`config.mk`:
```
export PLATFORM = sky130hd
export DESIGN_NAME = vga_game_top
export DESIGN_NICKNAME = d
export VERILOG_FILES = /design/src/design/game_pkg.sv /design/src/design/vga_game_top.sv /design/src/design/pixel_painter.sv /design/src/design/hero_motion.sv /design/src/design/obstacle_field.sv /design/src/design/frame_control.sv
export SDC_FILE = /design/constraint.sdc
export NUM_CORES = 1
export LEC_CHECK = 0
export ABC_AREA = 1
export BUFFER_PORTS_ARGS = -buffer_cell sky130_fd_sc_hd__buf_2
export CORE_MARGIN = 5
export CORE_UTILIZATION = 65
export CTS_CLUSTER_SIZE = 12
export DETAILED_ROUTE_END_ITERATION = 7
export PLACE_DENSITY = 0.9
export SYNTH_ARGS = -nofsm -noshare
export SYNTH_HDL_FRONTEND = slang
export SYNTH_HIERARCHICAL = 1
export SYNTH_SLANG_ARGS = --single-unit
```
`constraint.sdc`:
```
create_clock -name clk_50m -period 4 [get_ports clk_50m]
set_input_delay 0.6 -clock clk_50m [delete_from_list [all_inputs] [get_ports clk_50m]]
set_output_delay 0.6 -clock clk_50m [all_outputs]
set_load 0.005 [all_outputs]
```
`src/design/game_pkg.sv`:
```
package game_pkg;

	// --------------------------------------------------
	// scan and offset types
	// --------------------------------------------------
	typedef logic [10:0] coord_x_t;
	typedef logic [9:0] coord_y_t;
	typedef logic [9:0] pos_t;
	// negative moves the hero right on screen
	typedef logic signed [11:0] hero_shift_t;

	// rgb332 word, painted as a byte, driven out per channel
	typedef union packed {
		logic [7:0] raw;
		struct packed {
			logic [2:0] red;
			logic [2:0] green;
			logic [1:0] blue;
		} rgb;
	} pixel_u;

	// --------------------------------------------------
	// screen geometry
	// --------------------------------------------------
	localparam coord_x_t H_LAST = 11'd799;
	localparam coord_y_t V_LAST = 10'd599;
	localparam coord_x_t BORDER_LEFT = 11'd80;
	localparam coord_x_t BORDER_RIGHT = 11'd720;
	localparam coord_x_t STRIPE_LEFT_END = 11'd100;
	localparam coord_x_t STRIPE_RIGHT_START = 11'd700;
	localparam coord_y_t STRIPE_PERIOD = 10'd100;
	localparam coord_y_t STRIPE_LEN = 10'd80;

	// obstacles, one slot per bar
	localparam pos_t BASE_Y = 10'd579;
	localparam pos_t OBST_HEIGHT = 10'd20;
	localparam coord_x_t OBST_X1 [5] = '{11'd100, 11'd200, 11'd300, 11'd450, 11'd500};
	localparam coord_x_t OBST_X2 [5] = '{11'd300, 11'd400, 11'd500, 11'd650, 11'd700};

	// hero block
	localparam hero_shift_t HERO_X1 = 12'sd375;
	localparam hero_shift_t HERO_X2 = 12'sd425;
	localparam pos_t HERO_HEIGHT = 10'd50;
	localparam pos_t HERO_START = 10'd8;
	localparam pos_t END_ROW = 10'd520;

	// colours, rgb332
	localparam logic [7:0] COLOR_BORDER = 8'h8B;
	localparam logic [7:0] COLOR_STRIPE = 8'h1A;
	localparam logic [7:0] COLOR_OBST = 8'h1C;
	localparam logic [7:0] COLOR_BG = 8'hFF;
	localparam logic [7:0] COLOR_END = 8'hDC;
	localparam logic [7:0] COLOR_BLANK = 8'h00;
	localparam logic [7:0] COLOR_HERO = 8'hE0;

	// difficulty, indexed by sw
	localparam int SPEED_W = 3;
	localparam int GAP_W = 4;
	localparam logic [SPEED_W-1:0] SPEED_TABLE [4] = '{3'd2, 3'd3, 3'd4, 3'd5};
	localparam logic [GAP_W-1:0] WRAP_GAP_TABLE [4] = '{4'd3, 4'd3, 4'd7, 4'd9};

endpackage
```
`src/design/vga_game_top.sv`:
```
`timescale 1ns/100ps

module vga_game_top
(
	input  logic                  clk_50m,
	input  logic                  rst,
	input  logic                  pause,
	input  logic [1:0]            sw,
	input  game_pkg::coord_x_t    vector_x,
	input  game_pkg::coord_y_t    vector_y,
	input  game_pkg::hero_shift_t rel_xx,
	output logic                  endgame,
	output logic [2:0]            vga_red,
	output logic [2:0]            vga_green,
	output logic [1:0]            vga_blue
);

	logic frame_advance;
	logic [game_pkg::SPEED_W-1:0] speed;
	logic [game_pkg::GAP_W-1:0] wrap_gap;
	game_pkg::pos_t obst_pos [5];
	game_pkg::pos_t hero_y;
	game_pkg::pixel_u pixel;

	// --------------------------------------------------
	// game state
	// --------------------------------------------------
	frame_control u_frame_control (.clk_50m(clk_50m), .rst(rst), .pause(pause), .sw(sw),
		.vector_x(vector_x), .vector_y(vector_y), .frame_advance(frame_advance),
		.speed(speed), .wrap_gap(wrap_gap));
	obstacle_field u_obstacle_field (.clk_50m(clk_50m), .rst(rst),
		.frame_advance(frame_advance), .speed(speed), .wrap_gap(wrap_gap), .obst_pos(obst_pos));
	hero_motion u_hero_motion (.clk_50m(clk_50m), .rst(rst), .frame_advance(frame_advance),
		.speed(speed), .hero_y(hero_y), .endgame(endgame));

	// --------------------------------------------------
	// pixel out
	// --------------------------------------------------
	pixel_painter u_pixel_painter (.vector_x(vector_x), .vector_y(vector_y), .rel_xx(rel_xx),
		.obst_pos(obst_pos), .hero_y(hero_y), .endgame(endgame), .pixel(pixel));

	// channel split of the rgb332 word
	assign vga_red = pixel.rgb.red;
	assign vga_green = pixel.rgb.green;
	assign vga_blue = pixel.rgb.blue;

endmodule

```
`src/design/pixel_painter.sv`:
```
`timescale 1ns/100ps

module pixel_painter
(
	input  game_pkg::coord_x_t    vector_x,
	input  game_pkg::coord_y_t    vector_y,
	input  game_pkg::hero_shift_t rel_xx,
	input  game_pkg::pos_t        obst_pos [5],
	input  game_pkg::pos_t        hero_y,
	input  logic                  endgame,
	output game_pkg::pixel_u      pixel
);

	logic blank;
	logic border;
	logic stripe_col;
	logic stripe_row;
	game_pkg::coord_y_t row_mod;
	logic [4:0] obst_hit;
	logic obst_any;
	// scan column shifted by the hero offset, signed
	logic signed [12:0] hero_col;
	logic [10:0] hero_low;
	logic hero_hit;

	// --------------------------------------------------
	// frame, border and side stripes
	// --------------------------------------------------
	assign blank = (vector_x > game_pkg::H_LAST) || (vector_y > game_pkg::V_LAST);
	assign border = (vector_x <= game_pkg::BORDER_LEFT) || (vector_x >= game_pkg::BORDER_RIGHT);
	assign stripe_col = ((vector_x > game_pkg::BORDER_LEFT) && (vector_x < game_pkg::STRIPE_LEFT_END))
		|| ((vector_x > game_pkg::STRIPE_RIGHT_START) && (vector_x < game_pkg::BORDER_RIGHT));
	assign row_mod = vector_y % game_pkg::STRIPE_PERIOD;
	// rows 100, 200 ... are gaps, row 0 is lit
	assign stripe_row = (row_mod < game_pkg::STRIPE_LEN) && !((row_mod == '0) && (vector_y != '0));

	// --------------------------------------------------
	// obstacle bars
	// --------------------------------------------------
	for (genvar k = 0; k < 5; k++)
	begin : g_obst
		logic [11:0] row_sum;
		logic [11:0] col_lhs;
		logic [11:0] col_ofs;

		// compare y + pos against the fixed rows, no negatives
		assign row_sum = {2'b00, vector_y} + {2'b00, obst_pos[k]};
		// bar 5 slides left, bar 1 slides right
		assign col_lhs = {1'b0, vector_x} + ((k == 4) ? {2'b00, obst_pos[k]} : 12'd0);
		assign col_ofs = (k == 0) ? {2'b00, obst_pos[k]} : 12'd0;
		assign obst_hit[k] = (col_lhs > ({1'b0, game_pkg::OBST_X1[k]} + col_ofs))
			&& (col_lhs < ({1'b0, game_pkg::OBST_X2[k]} + col_ofs))
			&& (row_sum > {2'b00, game_pkg::BASE_Y})
			&& (row_sum < ({2'b00, game_pkg::BASE_Y} + {2'b00, game_pkg::OBST_HEIGHT}));
	end

	assign obst_any = |obst_hit;

	// hero block, edges inclusive in x
	assign hero_col = $signed({2'b00, vector_x}) + rel_xx;
	assign hero_low = {1'b0, hero_y} + {1'b0, game_pkg::HERO_HEIGHT};
	assign hero_hit = (hero_col >= game_pkg::HERO_X1) && (hero_col <= game_pkg::HERO_X2)
		&& (vector_y >= hero_y) && ({1'b0, vector_y} < hero_low);

	// --------------------------------------------------
	// priority select
	// --------------------------------------------------
	always_comb
	begin
		if (blank)
			pixel.raw = game_pkg::COLOR_BLANK;
		else if (border)
			pixel.raw = game_pkg::COLOR_BORDER;
		else if (stripe_col && stripe_row)
			pixel.raw = game_pkg::COLOR_STRIPE;
		// end screen covers the whole interior
		else if (endgame)
			pixel.raw = game_pkg::COLOR_END;
		else if (obst_any)
			pixel.raw = game_pkg::COLOR_OBST;
		else if (hero_hit)
			pixel.raw = game_pkg::COLOR_HERO;
		else
			pixel.raw = game_pkg::COLOR_BG;
	end

endmodule

```
`src/design/hero_motion.sv`:
```
`timescale 1ns/100ps

module hero_motion
(
	input  logic                         clk_50m,
	input  logic                         rst,
	input  logic                         frame_advance,
	input  logic [game_pkg::SPEED_W-1:0] speed,
	output game_pkg::pos_t               hero_y,
	output logic                         endgame
);

	// lower edge check, one bit wider than pos_t
	logic [10:0] hero_low;
	logic on_screen;
	logic reached_end;

	assign hero_low = {1'b0, hero_y} + {1'b0, game_pkg::OBST_HEIGHT};
	assign on_screen = hero_low <= {1'b0, game_pkg::V_LAST};
	assign reached_end = hero_y >= game_pkg::END_ROW;

	// --------------------------------------------------
	// fall, one step per frame
	// --------------------------------------------------
	always_ff @(posedge clk_50m or negedge rst)
	begin
		if (!rst)
			hero_y <= game_pkg::HERO_START;
		// frozen once the game is over
		else if (frame_advance && !endgame)
		begin
			if (on_screen)
				hero_y <= hero_y + speed;
			else
				hero_y <= game_pkg::HERO_START;
		end
	end

	// end latch, held until reset
	always_ff @(posedge clk_50m or negedge rst)
	begin
		if (!rst)
			endgame <= 1'b0;
		else if (reached_end)
			endgame <= 1'b1;
	end

endmodule

```
`src/design/obstacle_field.sv`:
```
`timescale 1ns/100ps

module obstacle_field
(
	input  logic                         clk_50m,
	input  logic                         rst,
	input  logic                         frame_advance,
	input  logic [game_pkg::SPEED_W-1:0] speed,
	input  logic [game_pkg::GAP_W-1:0]   wrap_gap,
	output game_pkg::pos_t               obst_pos [5]
);

	// rows left between each bar and its start row
	game_pkg::pos_t climb [5];
	// bar has reached the top gap
	logic [4:0] wrap;

	// --------------------------------------------------
	// wrap detect
	// --------------------------------------------------
	always_comb
	begin
		for (int k = 0; k < 5; k++)
		begin
			climb[k] = game_pkg::BASE_Y - obst_pos[k];
			wrap[k] = (climb[k] == game_pkg::pos_t'(wrap_gap));
		end
	end

	// --------------------------------------------------
	// scroll counters
	// --------------------------------------------------
	// all five bars always enabled
	// same step for each, only the x offset differs on screen
	always_ff @(posedge clk_50m or negedge rst)
	begin
		if (!rst)
		begin
			for (int k = 0; k < 5; k++)
			begin
				obst_pos[k] <= '0;
			end
		end
		else if (frame_advance)
		begin
			for (int k = 0; k < 5; k++)
			begin
				// back to the start row near the top
				if (wrap[k])
				begin
					obst_pos[k] <= '0;
				end
				else
				begin
					// one step up per frame
					obst_pos[k] <= obst_pos[k] + speed;
				end
			end
		end
	end

endmodule

```
`src/design/frame_control.sv`:
```
`timescale 1ns/100ps

module frame_control
(
	input  logic                         clk_50m,
	input  logic                         rst,
	input  logic                         pause,
	input  logic [1:0]                   sw,
	input  game_pkg::coord_x_t           vector_x,
	input  game_pkg::coord_y_t           vector_y,
	output logic                         frame_advance,
	output logic [game_pkg::SPEED_W-1:0] speed,
	output logic [game_pkg::GAP_W-1:0]   wrap_gap
);

	// last visible pixel of the frame
	logic last_pixel;

	assign last_pixel = (vector_x == game_pkg::H_LAST) && (vector_y == game_pkg::V_LAST);

	// --------------------------------------------------
	// one pulse per frame, none while paused
	// --------------------------------------------------
	always_ff @(posedge clk_50m or negedge rst)
	begin
		if (!rst)
		begin
			frame_advance <= 1'b0;
			speed <= game_pkg::SPEED_TABLE[0];
			wrap_gap <= game_pkg::WRAP_GAP_TABLE[0];
		end
		else
		begin
			frame_advance <= last_pixel && !pause;
			// difficulty lookup, follows sw a cycle late
			speed <= game_pkg::SPEED_TABLE[sw];
			wrap_gap <= game_pkg::WRAP_GAP_TABLE[sw];
		end
	end

endmodule

```
# == Yosys cells after proc, flatten, opt, wreduce, memory -nomap -nowiden ==
# Cells that the tools add are included.
# W data, S select, Z words.
# op_classes
addsub,22
div,1
magnitude_cmp,36
eq_ne,7
muxes,18
n_bitwise,1
n_reduce_logical,35
# op_table
cell,n
$lt A12 B10 Y1 const B,6
$add A10 B3 Y10,6
$gt A12 B10 Y1 const B,5
$mux W10,6
$add A10 B10 Y11,5
$eq A10 B4 Y1,5
$sub A10 B10 Y10 const A,5
$mux W8,5
$logic_and A1 B1 Y1,26
$gt A11 B10 Y1 const B,2
$gt A11 B9 Y1 const B,2
$lt A11 B10 Y1 const B,2
$lt A11 B9 Y1 const B,2
$add A12 B12 Y13,1
$ge A13 B10 Y1 const B,1
$le A13 B10 Y1 const B,1
$add A11 B10 Y12,1
$gt A11 B12 Y1,1
$gt A12 B9 Y1 const B,1
$lt A11 B12 Y1,1
$add A10 B5 Y11 const B,1
$add A10 B6 Y11 const B,1
$add A7 B10 Y11 const A,1
$add A9 B10 Y11 const A,1
other kinds (26),32
# word_totals
ff_bits,69
in_bits,38

# == Logic depth before layout (Yosys ltp) ==
# logic_depth
depth_word,11
depth_mapped,27

# == By module ==
# The synthesis kept the hierarchy.
# by_module_without_submodules
mod,instances,cells_each,area_per_inst_um2,seq_area_each_um2
pixel_painter,1,865,5400.2,0.0
obstacle_field,1,536,3717.3,1251.2
hero_motion,1,122,865.8,276.5
frame_control,1,40,307.8,177.7

# == Worst setup path before layout ==
# OpenSTA, ideal clock, no wires.
# synth_timing
kind,input-to-output
from,input port vector_x[0]
to,output port vga_green[1]
arrival_time_ns,2.959
path_slack_ns,0.441
stages,14
cell_sequence,ha_1 -> fa_1 -> xor2_1 -> or2_2 -> or3b_2 -> nor3_1 -> nand4_1 -> nand3_1 -> nand2_1 -> nor2_1 -> nor2b_1 -> nand3_1 -> nand2_1 -> inv_1
# synth_via
elab_chain_len,11
# synth_rtl
element,line_no,rtl
from (decl),vga_game_top.sv:9,"input game_pkg::coord_x_t vector_x,"
$add A11 B10 Y12 or $add A12 B12 Y13 (tied branches),"pixel_painter.sv:49, pixel_painter.sv:60",
$gt A12 B9 Y1 (tied with other cells),pixel_painter.sv:51,"assign obst_hit[k] = (col_lhs > ({1'b0, game_pkg::OBST_X1[k]} + col_ofs))"
$logic_and A1 B1 Y1 (on tied branches),"pixel_painter.sv:52, pixel_painter.sv:62",
$logic_and A1 B1 Y1 (on tied branches),"pixel_painter.sv:53, pixel_painter.sv:63",
$logic_and A1 B1 Y1 (on tied branches),"pixel_painter.sv:54, pixel_painter.sv:63",
$reduce_or A5 Y1 or $mux W5 (tied branches),"pixel_painter.sv:57, pixel_painter.sv:81",
$mux W8,pixel_painter.sv:79,else if (obst_any)
$mux W8,pixel_painter.sv:77,else if (endgame)
$mux W8,pixel_painter.sv:74,else if (stripe_col && stripe_row)
$mux W8,pixel_painter.sv:72,else if (border)
$mux W8 *,pixel_painter.sv:70,if (blank)
to (decl),vga_game_top.sv:14,"output logic [2:0] vga_green,"
# Mark *: on every way between the ends. The rest lies on a longest branch, timed or not.

# == Worst setup path after layout ==
# layout_timing
from,register u_obstacle_field/obst_pos[42] (netlist name)
to,output port vga_blue[1]
# layout_via
elab_chain_len,11
# layout_rtl
element,line_no,rtl
from (decl),obstacle_field.sv:10,output game_pkg::pos_t obst_pos [5]
"from (signal, indexed assignment)",obstacle_field.sv:56,obst_pos[k] <= obst_pos[k] + speed;
$add A7 B10 Y11 or $add A9 B10 Y11 (tied branches),"pixel_painter.sv:51, pixel_painter.sv:52",
$gt A11 B12 Y1 or $lt A11 B12 Y1 (tied branches),"pixel_painter.sv:51, pixel_painter.sv:52",
$logic_and A1 B1 Y1,pixel_painter.sv:52,"&& (col_lhs < ({1'b0, game_pkg::OBST_X2[k]} + col_ofs))"
$logic_and A1 B1 Y1,pixel_painter.sv:53,"&& (row_sum > {2'b00, game_pkg::BASE_Y})"
$logic_and A1 B1 Y1 *,pixel_painter.sv:54,"&& (row_sum < ({2'b00, game_pkg::BASE_Y} + {2'b00, game_pkg::OBST_HEIGHT}));"
$reduce_or A5 Y1 *,pixel_painter.sv:57,assign obst_any = |obst_hit;
$mux W8 *,pixel_painter.sv:79,
$mux W8 *,pixel_painter.sv:77,
$mux W8 *,pixel_painter.sv:74,
$mux W8 *,pixel_painter.sv:72,
$mux W8 *,pixel_painter.sv:70,
to (decl),vga_game_top.sv:15,output logic [1:0] vga_blue
# Marks and branches as above.

==> results.json <==
{
  "yosysTopAreaCellShare_pct": 16.8,
  "cts_buffers": 9,
  "violations": "setup timing",
  "busiest_layer": "met2",
  "io_pins": 47,
  "finalCriticalPeriod_ns": 4.09,
  "drcViolationCount": 0,
  "critPathArrivalTime_ns": 3.49,
  "leakage_nw": 6.23,
  "syn_to_final_growth_pct": 13.0,
  "sw_frac_of_total_pct": 34.6,
  "cts.htree.levels": 3,
  "reg2reg_from": "u_frame_control/speed[1]",
  "use_met2_pct": 52.7,
  "fin_worst_skew_ns": 0.0111,
  "synthTopCellsByArea": "ha_1 17%, dfrtp_1 16%, nand2_1 13%",
  "cap_violations": 0,
  "report.final.slew_viol_count": 0,
  "die_area_mm2": 0.0184,
  "use_met1_pct": 38.8,
  "core_mm2": 0.0157,
  "cp-end-kind": "primary output",
  "cp_top_family": "simple AND/OR/NAND/NOR gates",
  "reg2reg_to": "u_obstacle_field/obst_pos[28]",
  "synthCells": 1563,
  "slew_headroom_pct": 47.1,
  "drt_iter0_markers": 1064,
  "cts_hold_repair.buffers": 0,
  "power.density_mw_per_mm2": 201,
  "hp-class": "in2async",
  "yosys_warnings": 6,
  "max_stage_delay_ns": 0.40,
  "async_flop_share_pct": 100,
  "r2r_cells": 7,
  "die_w_um": 136,
  "via_per_inst": 5.79,
  "cts_root_buffer": "clkbuf_16",
  "routed_wl_um": 28700,
  "crit_path_top_delay_cell": "dfrtp_1",
  "dp_hpwl_um": 20900,
  "num_rows": 46,
  "start_kind": "flip-flop",
  "total_power_mw": 2.33,
  "critPathRequiredTime_ns": 3.40,
  "synth_edf_count": 0,
  "clock_path_buffers": 2,
  "path_max_fanout": 5,
  "avgSynthCellArea_um2": 6.58,
  "post-route-util_pct": 74.0,
  "regArea_mm2": 0.00172,
  "start_util_pct": 65.5,
  "drive_above_1_share_pct": 14.3,
  "synth.distinct_cells": 61,
  "grt_overflow": 0,
  "drt-pass1-iter-count": 7,
  "rsz0062_at_grt": "yes",
  "setup_tns_ns": -0.213,
  "syn_area_mm2": 0.0103,
  "setup-violations-final": 4,
  "multi_input_area_mm2": 0.00780,
  "ys_seq_area_share_pct": 16.6,
  "synth_top_cells_by_count": "348 x nand2_1, 237 x inv_1, 180 x nor2_1",
  "crit_type": "reg2out",
  "p_int_mw": 1.52,
  "use_met3_pct": 4.59,
  "gp_congestion": 1.00,
  "clk_latency_ns": 0.35,
  "grt_max_degree": 35,
  "synth_top_cell_by_area": "ha_1",
  "fillers": 1193,
  "clk_transition_reported_paths_ns": 0.06,
  "p_clk_share_pct": 37.7,
  "grt_usage_pct": 30.7,
  "dr_total_vias": 10800,
  "final.period_utilization_pct": 102,
  "numClockSinks": 68,
  "antenna_found_initial": 0,
  "yosys_most_used_dff": "dfrtp_1",
  "pwr-share-comb_pct": 32.1,
  "irDropWorstVdd_mv": 0.245,
  "finalHoldViolCount": 0,
  "cts_tree": "done",
  "grt_pass1_wl_um": 45900,
  "worstPathCellList": "buf_6 > o21ai_4 > nand2_2 > nand2_2 > o21ai_2 > xnor2_1 > ha_1 > a211o_1 > inv_1 > o2111ai_1 > nor2_1 > nand3b_1 > nor3_2 > nand3_1 > nand3b_1 > nand4_1 > nor2_1 > nor2_2 > a21oi_1 > buf_2",
  "seq_power_share_pct": 30.2,
  "syn-num-nets": 1752,
  "setup_ws_ns": -0.0896,
  "fmax_mhz": 245,
  "switchingPower_mw": 0.808,
  "synth-seq-cells": 68,
  "worst_slew_pin_slew_ns": 0.794,
  "io_buffers": 46,
  "n_antenna_cell": 0,
  "routedWlPerCell_um": 15.3,
  "die_h_um": 136,
  "critical_path_buf_inv_count": 3,
  "status": "finished with violations",
  "nNetsFinal": 1838,
  "detail-route-antenna-nets": 0,
  "grt_pass1_vias": 9988,
  "synthMostInstantiatedCell": "nand2_1",
  "rrSetupSlack_ns": 1.42
}
[cell usage in the layout, fill, tap and decap left out, types with 4 or more instances in the layout]
master,instances
a21oi_1,103
a21oi_2,7
buf_2,41
buf_4,36
clkbuf_16,9
clkbuf_4,5
dfrtp_1,56
dfrtp_2,9
fa_1,11
ha_1,129
ha_4,6
inv_1,233
inv_2,15
mux2i_1,4
nand2_1,341
nand2_2,22
nand2_4,9
nand3_1,116
nand3_2,7
nand3b_1,6
nand4_1,24
nor2_1,172
nor2_2,12
nor2_4,4
nor3_1,15
nor4_1,5
o211ai_1,10
o21ai_0,49
o21ai_1,8
o21ai_2,7
o21bai_1,9
or2_2,8
xnor2_1,23
xor2_1,73
[worst register-to-register path: stages (launching register included)]
cell and delay, ns:
dfstp_2 0.70, inv_1 0.33, fa_1 0.53, o21ai_0 0.22, nand3_1 0.14, nor2_1 0.24, nand3_1 0.14, xor2_1 0.16
[cell families after synthesis]
| group | share of synthesized area (%) |
|---|---|
| adder cells (fa/ha/maj) | 19.3 |
| XOR/XNOR | 8.34 |
| AND/OR/NAND/NOR | 32.8 |
| multiplexers | 0.389 |
| other | 0.0364 |
| buffers and inverters | 9.86 |
| AO/OA/AOI/OAI | 12.7 |
| flip-flops | 16.6 |
[final cells by class]
class | instances | area share (%)
Sequential cell | 68 | 14.8
Clock buffer | 9 | 1.94
Inverter | 248 | 8.01
Timing Repair Buffer | 87 | 5.05
Multi-Input combinational cell | 1235 | 67.1
Tap cell | 216 | 2.32
Clock inverter | 7 | 0.850
[sequential cells by signal, indices dropped and copies added, names as in the netlist]
name,count
u_frame_control/speed,3
u_frame_control/frame_advance,1
u_obstacle_field/obst_pos,50
u_hero_motion/hero_y,10
u_frame_control/wrap_gap,3
u_hero_motion/endgame,1
[power groups by stage]
stage / Clock [mW] / Combinational [mW] / Sequential, mW
6_report: 0.879 / 0.750 / 0.704
5_1_grt: 0.919 / 0.839 / 0.704
4_1_cts: 0.896 / 0.714 / 0.703
3_5_place_dp: 0 / 0.708 / 0.716
3_3_place_gp: 0 / 0.683 / 0.715
2_1_floorplan: 0 / 0.512 / 0.708
[worst max path at each step]
stage / startpoint / slack (ns) / to / cells past startpoint
floorplan: vector_x[0] / 0.44 / vga_green[1] / 14
global placement: vector_x[0] / 0.004 / vga_blue[1] / 15
detailed placement: vector_x[0] / -0.02 / vga_blue[1] / 15
CTS: u_obstacle_field/obst_pos[43] / 0.0009 / vga_green[2] / 20
global route: u_obstacle_field/obst_pos[42] / -0.28 / vga_blue[1] / 21
finish: u_obstacle_field/obst_pos[42] / -0.09 / vga_blue[1] / 20
[metrics by stage]
| stage | cells | hold slack [ns] | setup slack [ns] | area [µm²] |
|---|---|---|---|---|
| after floorplan | 1563 | 0.304 | 0.441 | 10300 |
| after global placement | 1840 | 0.542 | 0.00404 | 10900 |
| after detailed placement | 1840 | 0.542 | -0.0167 | 10900 |
| after CTS | 1868 | 0.356 | 0.000899 | 11400 |
| after global routing | 1870 | 0.388 | -0.275 | 11600 |
| final | 1870 | 0.324 | -0.0896 | 11600 |
[layer usage]
metal	wire length (µm)	part of all wire, %
met5	0	0
met4	1000	3.5
met3	2410	8.4
met1	11900	41
met2	13400	47
[repair_timing]
action | 4_1_cts | 5_1_grt
endpoints found under the hold margin | 0 | 0
endpoints found under the setup margin | 6 | 8
buffers inserted | 12 | 5
resized for setup | 15 | 65
pin swaps | 8 | 28
No activity file was read; power rests on OpenSTA's default activity.
